===== src/source/dispatch_params.svh =====
// ----------------------------------------
// Lane count, datapath widths and APB register map of the dispatcher
// The lane count must be a power of two, at least 2
// Lane statistics sit at 8-byte strides from the lane base
// ----------------------------------------
`ifndef DISPATCH_PARAMS_SVH
`define DISPATCH_PARAMS_SVH

// Datapath sizing
`define DISPATCH_LANES          8
`define DISPATCH_VERTEX_WIDTH   32
`define DISPATCH_VALUE_WIDTH    32
`define DISPATCH_COUNT_WIDTH    32
`define DISPATCH_APB_ADDR_WIDTH 12

// Register map
`define DISPATCH_REG_CTRL      12'h000
`define DISPATCH_REG_CLEAR     12'h004
`define DISPATCH_REG_DROPPED   12'h008
`define DISPATCH_REG_LANE_BASE 12'h100

`endif

===== src/source/dispatch_pkg.sv =====
// ----------------------------------------
// Types shared by the dispatcher blocks
// Counters and sums wrap silently at their width
// ----------------------------------------
`default_nettype none

`include "dispatch_params.svh"

package dispatch_pkg;

	// Item payload
	typedef logic [`DISPATCH_VERTEX_WIDTH-1:0] vertex_t;
	typedef logic [`DISPATCH_VALUE_WIDTH-1:0]  value_t;

	// Lane number, low bits of the shifted vertex id
	typedef logic [$clog2(`DISPATCH_LANES)-1:0] lane_idx_t;

	// Per-lane statistics
	typedef logic [`DISPATCH_COUNT_WIDTH-1:0] count_t;
	// Sum modulo 2**32
	typedef logic [`DISPATCH_VALUE_WIDTH-1:0] sum_t;

	// Right shift applied to the vertex id before lane selection
	typedef logic [$clog2(`DISPATCH_VERTEX_WIDTH)-1:0] shift_t;

	// ----------------------------------------
	// APB
	// ----------------------------------------
	typedef logic [`DISPATCH_APB_ADDR_WIDTH-1:0] apb_addr_t;
	typedef logic [31:0]                         apb_data_t;

endpackage

`default_nettype wire


===== src/source/lane_stat_if.sv =====
// ----------------------------------------
// Statistics read port and clear pulse
// rd_count and rd_sum follow rd_lane in the same cycle
// ----------------------------------------
`timescale 1ns/1ps
`default_nettype none

interface lane_stat_if;

	import dispatch_pkg::*;

	// Lane being read, from the register block
	lane_idx_t rd_lane;
	// Statistics of rd_lane, combinational from the counters
	count_t    rd_count;
	sum_t      rd_sum;
	// One-cycle pulse, zeroes every lane
	logic      clear;

	// Register block side
	modport regs_side (
		output rd_lane,
		output clear,
		input  rd_count,
		input  rd_sum
	);

	// Counter block side
	modport counter_side (
		input  rd_lane,
		input  clear,
		output rd_count,
		output rd_sum
	);

endinterface

`default_nettype wire


===== src/source/dispatch_top.sv =====
// ----------------------------------------
// Dispatcher top, item stream in, APB for control and statistics
// No back-pressure, one item per cycle accepted or dropped
// 5 cycles from an item to its counter update
// ----------------------------------------
`timescale 1ns/1ps
`default_nettype none

`include "dispatch_params.svh"

module dispatch_top (
	input  logic                   clock,
	input  logic                   rstn,
	// Item stream
	input  logic                   item_valid,
	input  dispatch_pkg::vertex_t  item_vertex,
	input  dispatch_pkg::value_t   item_value,
	// APB
	input  logic                   psel,
	input  logic                   penable,
	input  logic                   pwrite,
	input  dispatch_pkg::apb_addr_t paddr,
	input  dispatch_pkg::apb_data_t pwdata,
	output dispatch_pkg::apb_data_t prdata,
	output logic                   pready,
	output logic                   pslverr
);

	import dispatch_pkg::*;

	// Control from the registers
	logic      enable;
	shift_t    shift;
	count_t    dropped_count;

	// Selected item
	logic      sel_valid;
	lane_idx_t sel_lane;
	value_t    sel_value;

	// Lane outputs
	logic [`DISPATCH_LANES-1:0] lane_valid;
	value_t                     lane_data [`DISPATCH_LANES];

	lane_stat_if stat_if ();

	// ----------------------------------------
	// Register block
	// ----------------------------------------
	dispatch_regs u_regs (
		.clock        (clock),
		.rstn         (rstn),
		.psel         (psel),
		.penable      (penable),
		.pwrite       (pwrite),
		.paddr        (paddr),
		.pwdata       (pwdata),
		.prdata       (prdata),
		.pready       (pready),
		.pslverr      (pslverr),
		.enable       (enable),
		.shift        (shift),
		.dropped_count(dropped_count),
		.stat         (stat_if.regs_side)
	);

	// ----------------------------------------
	// Datapath
	// ----------------------------------------
	lane_select u_select (
		.clock        (clock),
		.rstn         (rstn),
		.item_valid   (item_valid),
		.item_vertex  (item_vertex),
		.item_value   (item_value),
		.enable       (enable),
		.shift        (shift),
		.clear        (stat_if.clear),
		.sel_valid    (sel_valid),
		.sel_lane     (sel_lane),
		.sel_value    (sel_value),
		.dropped_count(dropped_count)
	);

	demux_bus #(
		.DATA_WIDTH(`DISPATCH_VALUE_WIDTH),
		.BUS_WIDTH (`DISPATCH_LANES)
	) u_demux (
		.clock     (clock),
		.rstn      (rstn),
		.enabled_in(sel_valid),
		.sel_in    (sel_lane),
		.data_in   (sel_value),
		.data_out  (lane_data),
		.valid_out (lane_valid)
	);

	lane_counters u_counters (
		.clock     (clock),
		.rstn      (rstn),
		.lane_valid(lane_valid),
		.lane_data (lane_data),
		.stat      (stat_if.counter_side)
	);

endmodule

`default_nettype wire


===== src/source/lane_counters.sv =====
// ----------------------------------------
// Per-lane item count and wrapping value sum
// Clear drops any update arriving in the same cycle
// Read port is combinational on rd_lane
// ----------------------------------------
`timescale 1ns/1ps
`default_nettype none

`include "dispatch_params.svh"

module lane_counters (
	input  logic                 clock,
	input  logic                 rstn,
	input  logic [`DISPATCH_LANES-1:0] lane_valid,
	input  dispatch_pkg::value_t lane_data [`DISPATCH_LANES],
	lane_stat_if.counter_side    stat
);

	import dispatch_pkg::*;

	count_t count_q [`DISPATCH_LANES];
	sum_t   sum_q   [`DISPATCH_LANES];

	// ----------------------------------------
	// Counter update
	// ----------------------------------------
	always_ff @(posedge clock or negedge rstn) begin
		if (!rstn) begin
			for (int k = 0; k < `DISPATCH_LANES; k++) begin
				count_q[k] <= '0;
				sum_q[k]   <= '0;
			end
		end else if (stat.clear) begin
			// Clear all lanes at once
			for (int k = 0; k < `DISPATCH_LANES; k++) begin
				count_q[k] <= '0;
				sum_q[k]   <= '0;
			end
		end else begin
			for (int k = 0; k < `DISPATCH_LANES; k++) begin
				// At most one item per lane per cycle
				if (lane_valid[k]) begin
					count_q[k] <= count_q[k] + count_t'(1);
					sum_q[k]   <= sum_q[k] + sum_t'(lane_data[k]);
				end
			end
		end
	end

	// ----------------------------------------
	// Statistics read
	// ----------------------------------------
	assign stat.rd_count = count_q[stat.rd_lane];
	assign stat.rd_sum   = sum_q[stat.rd_lane];

endmodule

`default_nettype wire


===== src/source/demux_bus.sv =====
// ----------------------------------------
// Pipelined one-to-N demux, 3 cycles from input to lane outputs
// BUS_WIDTH must be at least 2
// valid_out marks the lane, so zero data still counts
// ----------------------------------------
`timescale 1ns/1ps
`default_nettype none

module demux_bus #(
	parameter int  DATA_WIDTH = 32,
	parameter int  BUS_WIDTH  = 8,
	localparam int SEL_WIDTH  = $clog2(BUS_WIDTH)
) (
	input  logic                  clock,
	input  logic                  rstn,
	input  logic                  enabled_in,
	input  logic [SEL_WIDTH-1:0]  sel_in,
	input  logic [DATA_WIDTH-1:0] data_in,
	output logic [DATA_WIDTH-1:0] data_out [BUS_WIDTH],
	output logic [BUS_WIDTH-1:0]  valid_out
);

	logic                  enabled;
	logic                  valid_latched;
	logic [SEL_WIDTH-1:0]  sel_internal;
	logic [SEL_WIDTH-1:0]  sel_latched;
	logic [DATA_WIDTH-1:0] data_internal;
	logic [DATA_WIDTH-1:0] data_latched;
	logic [DATA_WIDTH-1:0] data_decoded [BUS_WIDTH];
	logic [BUS_WIDTH-1:0]  valid_decoded;

	// ----------------------------------------
	// Stage 1 and 2, input and latch
	// ----------------------------------------
	always_ff @(posedge clock or negedge rstn) begin
		if (!rstn) begin
			enabled       <= 1'b0;
			valid_latched <= 1'b0;
		end else begin
			enabled       <= enabled_in;
			valid_latched <= enabled;
		end
	end

	always_ff @(posedge clock) begin
		sel_internal  <= sel_in;
		data_internal <= data_in;
		// Idle cycles park on lane 0 with zero data
		if (enabled) begin
			sel_latched  <= sel_internal;
			data_latched <= data_internal;
		end else begin
			sel_latched  <= '0;
			data_latched <= '0;
		end
	end

	// ----------------------------------------
	// Decode to one-hot lanes
	// ----------------------------------------
	always_comb begin
		for (int i = 0; i < BUS_WIDTH; i++) begin
			if (sel_latched == SEL_WIDTH'(i)) begin
				data_decoded[i]  = data_latched;
				valid_decoded[i] = valid_latched;
			end else begin
				data_decoded[i]  = '0;
				valid_decoded[i] = 1'b0;
			end
		end
	end

	// Stage 3, output register
	always_ff @(posedge clock or negedge rstn) begin
		if (!rstn) begin
			valid_out <= '0;
		end else begin
			valid_out <= valid_decoded;
		end
	end

	always_ff @(posedge clock) begin
		data_out <= data_decoded;
	end

endmodule

`default_nettype wire


===== src/source/lane_select.sv =====
// ----------------------------------------
// Input stage, one register between the item port and the demux
// Lane is (vertex >> shift) modulo the lane count
// Items seen while disabled are dropped and counted
// ----------------------------------------
`timescale 1ns/1ps
`default_nettype none

module lane_select (
	input  logic                   clock,
	input  logic                   rstn,
	input  logic                   item_valid,
	input  dispatch_pkg::vertex_t  item_vertex,
	input  dispatch_pkg::value_t   item_value,
	input  logic                   enable,
	input  dispatch_pkg::shift_t   shift,
	input  logic                   clear,
	output logic                   sel_valid,
	output dispatch_pkg::lane_idx_t sel_lane,
	output dispatch_pkg::value_t   sel_value,
	output dispatch_pkg::count_t   dropped_count
);

	import dispatch_pkg::*;

	// Valid and drop counter
	always_ff @(posedge clock or negedge rstn) begin
		if (!rstn) begin
			sel_valid     <= 1'b0;
			dropped_count <= '0;
		end else begin
			sel_valid <= item_valid & enable;
			// Clear wins over a drop in the same cycle
			if (clear) begin
				dropped_count <= '0;
			end else if (item_valid && !enable) begin
				dropped_count <= dropped_count + count_t'(1);
			end
		end
	end

	// Payload, qualified by sel_valid downstream
	always_ff @(posedge clock) begin
		// Truncation to the lane width is the modulo
		sel_lane  <= lane_idx_t'(item_vertex >> shift);
		sel_value <= item_value;
	end

endmodule

`default_nettype wire


===== src/source/dispatch_regs.sv =====
// ----------------------------------------
// APB slave without wait states, pready tied high
// Clear is issued one cycle after the write access
// Unmapped addresses and writes to read-only registers raise pslverr
// ----------------------------------------
`timescale 1ns/1ps
`default_nettype none

`include "dispatch_params.svh"

module dispatch_regs (
	input  logic                   clock,
	input  logic                   rstn,
	input  logic                   psel,
	input  logic                   penable,
	input  logic                   pwrite,
	input  dispatch_pkg::apb_addr_t paddr,
	input  dispatch_pkg::apb_data_t pwdata,
	output dispatch_pkg::apb_data_t prdata,
	output logic                   pready,
	output logic                   pslverr,
	output logic                   enable,
	output dispatch_pkg::shift_t   shift,
	input  dispatch_pkg::count_t   dropped_count,
	lane_stat_if.regs_side         stat
);

	import dispatch_pkg::*;

	localparam int        LANE_IDX_W = $bits(lane_idx_t);
	localparam int        SHIFT_LSB  = 8;
	// Bytes covered by the lane statistics window
	localparam apb_addr_t LANE_SPAN  = apb_addr_t'(8 * `DISPATCH_LANES);

	logic      access;
	logic      wr_access;
	logic      ctrl_hit;
	logic      clear_hit;
	logic      dropped_hit;
	logic      lane_hit;
	logic      mapped;
	apb_addr_t lane_off;
	logic      clear_q;

	// ----------------------------------------
	// Address decode
	// ----------------------------------------

	// Access phase of a transfer
	assign access    = psel & penable;
	assign wr_access = access & pwrite;

	assign ctrl_hit    = (paddr == `DISPATCH_REG_CTRL);
	assign clear_hit   = (paddr == `DISPATCH_REG_CLEAR);
	assign dropped_hit = (paddr == `DISPATCH_REG_DROPPED);

	// Offset into the lane window, word aligned only
	assign lane_off = paddr - `DISPATCH_REG_LANE_BASE;
	assign lane_hit = (paddr >= `DISPATCH_REG_LANE_BASE) && (lane_off < LANE_SPAN)
		&& (lane_off[1:0] == 2'b00);

	assign mapped = ctrl_hit | clear_hit | dropped_hit | lane_hit;

	// Lane k at base + 8k, so the index sits above the count/sum bit
	assign stat.rd_lane = lane_off[3 +: LANE_IDX_W];

	// Read only are DROPPED and the lane window
	assign pslverr = access & (~mapped | (pwrite & (dropped_hit | lane_hit)));
	assign pready  = 1'b1;

	// ----------------------------------------
	// Control register and clear pulse
	// ----------------------------------------
	always_ff @(posedge clock or negedge rstn) begin
		if (!rstn) begin
			enable  <= 1'b0;
			shift   <= '0;
			clear_q <= 1'b0;
		end else begin
			// Writes land at the end of the access cycle
			if (wr_access && ctrl_hit) begin
				enable <= pwdata[0];
				shift  <= pwdata[SHIFT_LSB +: $bits(shift_t)];
			end
			// Single pulse per write of 1 to CLEAR
			clear_q <= wr_access & clear_hit & pwdata[0];
		end
	end

	assign stat.clear = clear_q;

	// ----------------------------------------
	// Read mux
	// ----------------------------------------
	always_comb begin
		prdata = '0;
		if (ctrl_hit) begin
			prdata[0]                          = enable;
			prdata[SHIFT_LSB +: $bits(shift_t)] = shift;
		end else if (dropped_hit) begin
			prdata = apb_data_t'(dropped_count);
		end else if (lane_hit) begin
			// Bit 2 picks the sum word of the pair
			if (lane_off[2]) begin
				prdata = apb_data_t'(stat.rd_sum);
			end else begin
				prdata = apb_data_t'(stat.rd_count);
			end
		end
		// CLEAR and unmapped addresses read as zero
	end

endmodule

`default_nettype wire


===== config.mk =====
export PLATFORM = sky130hd
export DESIGN_NAME = dispatch_top
export DESIGN_NICKNAME = d
export VERILOG_FILES = /design/src/source/dispatch_pkg.sv /design/src/source/lane_stat_if.sv /design/src/source/dispatch_top.sv /design/src/source/lane_counters.sv /design/src/source/demux_bus.sv /design/src/source/lane_select.sv /design/src/source/dispatch_regs.sv
export VERILOG_INCLUDE_DIRS = /design/src /design/src/source
export SDC_FILE = /design/constraint.sdc
export NUM_CORES = 2
export LEC_CHECK = 0
export BUFFER_PORTS_ARGS = -buffer_cell sky130_fd_sc_hd__buf_2
export CAP_MARGIN = 20
export CORE_UTILIZATION = 60
export DETAILED_ROUTE_END_ITERATION = 6
export PLACE_DENSITY = 0.75
export SYNTH_ARGS = -nofsm -noshare
export SYNTH_HDL_FRONTEND = slang
export SYNTH_HIERARCHICAL = 1
export SYNTH_SLANG_ARGS = --single-unit

===== constraint.sdc =====
create_clock -name clock -period 8.8 [get_ports clock]
set_input_delay 1.32 -clock clock [delete_from_list [all_inputs] [get_ports clock]]
set_output_delay 1.32 -clock clock [all_outputs]
set_load 0.01 [all_outputs]

==> results.sh <==
export IMPL_ys_top_cells_by_count="nor2_1 (598), dfrtp_1 (562), dfxtp_1 (361)"
export IMPL_yosys_warnings=6
export IMPL_synth_top_area_share_pct=26.7
export IMPL_grt_pass1_vias=40634
export IMPL_critPathMaxFanout=53
export IMPL_hold_viol_final=0
export IMPL_dp_hpwl_um=95800
export IMPL_arrival_ns=4.44
export IMPL_r2r_start="u_counters/sum_q[0]"
export IMPL_start_kind="input pin"
export IMPL_numPortBuffers=120
export IMPL_drt_first_pass_iters=6
export IMPL_clk_pin_slew_ns=0.06
export IMPL_fmax_mhz=174
export IMPL_rows=108
export IMPL_grtUsageTotal_pct=30.9
export IMPL_yosysUniqueCellTypes=102
export IMPL_startpoint="paddr[3]"
export IMPL_clock_latency_ns=0.67
export IMPL_muxShareOfSynthArea_pct=12.0
export IMPL_grt_pass1_wl_um=219000
export IMPL_ctsResizeCount=0
export IMPL_ios=148
export IMPL_cts_tree="yes"
export IMPL_outcome="finished, final reports clean"
export IMPL_multi_input_area_um2=29600
export IMPL_start_util_pct=60.6
export IMPL_core_area_um2=86800
export IMPL_synth_nets=5595
export IMPL_grt_antenna_before_repair=5
export IMPL_setup_viol=0
export IMPL_gp_congestion=0.957
export IMPL_ys_seq_area_share_pct=40.5
export IMPL_synth_edf_count=0
export IMPL_synthFlopType="dfrtp_1"
export IMPL_p_leak_nw=26.4
export IMPL_power_density_nw_per_um2=156
export IMPL_grt_max_degree=194
export IMPL_clock_sinks=923
export IMPL_drc=0
export IMPL_cap_violations=0
export IMPL_skew_ns=0.0223
export IMPL_cts_root_buffer="clkbuf_16"
export IMPL_area_growth_pct=9.11
export IMPL_die_area_um2=88800
export IMPL_ant_nets=0
export IMPL_cts_made_buffers=99
export IMPL_end_kind="primary output"
export IMPL_postSynthAreaPerCell_um2=10.1
export IMPL_required_ns=7.48
export IMPL_overflow=0
export IMPL_drt_wl_total_um=138000
export IMPL_ys_seq_elements=923
export IMPL_synth_area_leaders="dfrtp_1 (27%), dfxtp_1 (14%), ha_1 (6.1%)"
export IMPL_worstSetupPathType="input pin to primary output"
export IMPL_drv_slew=0
export IMPL_yosys_area_share_adder_pct=6.42
export IMPL_synth_most_common_cell="nor2_1"
export IMPL_tns_ns=0
export IMPL_synth_xor_area_share_pct=6.58
export IMPL_vdd_ir_drop_worst_uv=182
export IMPL_period_share_pct=65.5
export IMPL_regArea_um2=21300
export IMPL_relSlewSlack_pct=21.2
export IMPL_drt_initial_drc_count=3278
export IMPL_drive_gt1_share_pct=12.2
export IMPL_fin_area_um2=57400
export IMPL_synthArstFlopShare_pct=60.9
export IMPL_synth_top_cell_by_area="dfrtp_1"
export IMPL_postCtsSetupBuffers=0
export IMPL_min_from="u_select/sel_value[5]"
export IMPL_period_needed_ns=5.76
export IMPL_rsz0062_at_grt="false"
export IMPL_cts_buffer_depth=3
export IMPL_placed_area_um2=53800
export IMPL_die_y_um=298
export IMPL_n_fill_cell=6739
export IMPL_synthSimpleGateAreaFrac_pct=20.1
export IMPL_vias_per_cell=6.37
export IMPL_syn_area_um2=52600
export IMPL_hold_buffers=0
export IMPL_tightestPinTransition_ns=1.18
export IMPL_die_width_um=298
export IMPL_hold_class="register to register"
export IMPL_synthCells=5216
export IMPL_cts_max_level=3
export IMPL_vias=41040
export IMPL_wire_per_inst_um=21.4
export IMPL_synth_compound_area_share_pct=11.2
export IMPL_nets=5577
export IMPL_synth_top_family_by_area="simple AND/OR/NAND/NOR gates"
==> where the power goes <==
group / switching, mW / leakage (nW) / internal, mW
sequential: 0.0247 / 10.8 / 4.25
combinational: 0.139 / 13.9 / 0.0755
clock: 1.77 / 1.76 / 2.68
==> worst paths after layout <==
kind / endpoint / slack, ns / cells after the start
worst max-delay path: prdata[0] / 3.04 / 8
worst max register to register: u_counters/sum_q[30] / 4.82 / 14
worst min-delay path: u_demux/data_internal[5] / 0.33 / 0
worst min register to register: u_demux/data_internal[5] / 0.33 / 0
max in group asynchronous: u_regs/stat.clear / 6.52 / 2
min in group asynchronous: u_counters/count_q[97] / 0.73 / 1
==> worst max-delay path, stage by stage <==
cell and delay [ns]:
clkbuf_8 0.51, buf_12 0.39, mux4_2 0.59, mux2_2 0.28, mux2i_1 0.73, nor2_1 0.09
a221o_1 0.29, buf_2 0.15
==> metrics by stage <==
stage | std cells | power [mW] | setup slack, ns | util (%) | hold WS, ns
floorplan | 5216 | 4.46 | 3.96 | - | 0.310
global placement | 6252 | 4.57 | 3.12 | 62.0 | 0.311
detailed placement | 6252 | 4.57 | 3.13 | 62.0 | 0.312
CTS | 6439 | 9.01 | 3.12 | 66.1 | 0.326
global route | 6439 | 9.19 | 2.93 | 66.1 | 0.330
finish | 6443 | 8.94 | 3.04 | 66.1 | 0.326
==> cells by family after synthesis <==
logic type,count (synthesis)
other cells,1
flops,923
compound gates,920
simple gates,1879
buf+inv,391
mux,442
fa+ha+maj,265
xor+xnor,395
==> layer usage <==
layer / part of all wire [%] / vias up / routed length [um] / global-route usage [%]
li1: - / 18979 / - / -
met5: 0.0087 / - / 12 / 0
met1: 43 / 20482 / 59200 / 41.5
met2: 48 / 1309 / 65800 / 51.2
met4: 3.9 / 2 / 5370 / 12.5
met3: 5.3 / 268 / 7360 / 3.22
==> state kept, by name (all words and copies together) (netlist names) <==
name                    count
u_counters/count_q        256
u_counters/sum_q          256
u_demux/data_out          256
u_demux/data_internal      32
u_demux/data_latched       32
u_select/dropped_count     32
u_select/sel_value         32
u_demux/valid_out           8
u_regs/shift                5
u_demux/sel_internal        3
u_demux/sel_latched         3
u_select/sel_lane           3
u_demux/enabled             1
u_demux/valid_latched       1
u_regs/enable               1
u_regs/stat.clear           1
u_select/sel_valid          1
==> layout make-up <==
cell class	count	share of cell area, %
multi-input combinational	3902	51.6
sequential	923	37.2
clock buffer	152	5.43
tap	1155	2.52
timing repair buffer	164	1.80
clock inverter	35	0.737
inverter	108	0.707
antenna	4	0.0174
==> cell usage in the layout (no fill, tap or decap), types with 52 or more instances in the layout <==
master / synthesis / layout
a211oi_1: 52 / 52
a21o_1: 130 / 130
a21oi_1: 281 / 281
xnor2_1: 187 / 187
ha_1: 257 / 257
dfxtp_1: 361 / 358
mux4_2: 141 / 141
inv_1: 107 / 107
mux2i_1: 223 / 223
nand3_1: 134 / 134
and3_1: 101 / 101
nor4bb_1: 88 / 88
nand4_1: 61 / 61
nor2b_1: 58 / 58
mux2_2: 72 / 72
buf_2: 64 / 117
and4_1: 58 / 58
clkbuf_16: 0 / 107
or3_1: 76 / 76
o21ai_0: 178 / 178
dfrtp_1: 562 / 554
and2_1: 58 / 58
and4b_1: 101 / 101
nor2_1: 598 / 598
nand2_1: 323 / 323
xor2_1: 208 / 208
Power figures use the tool's default switching activity.
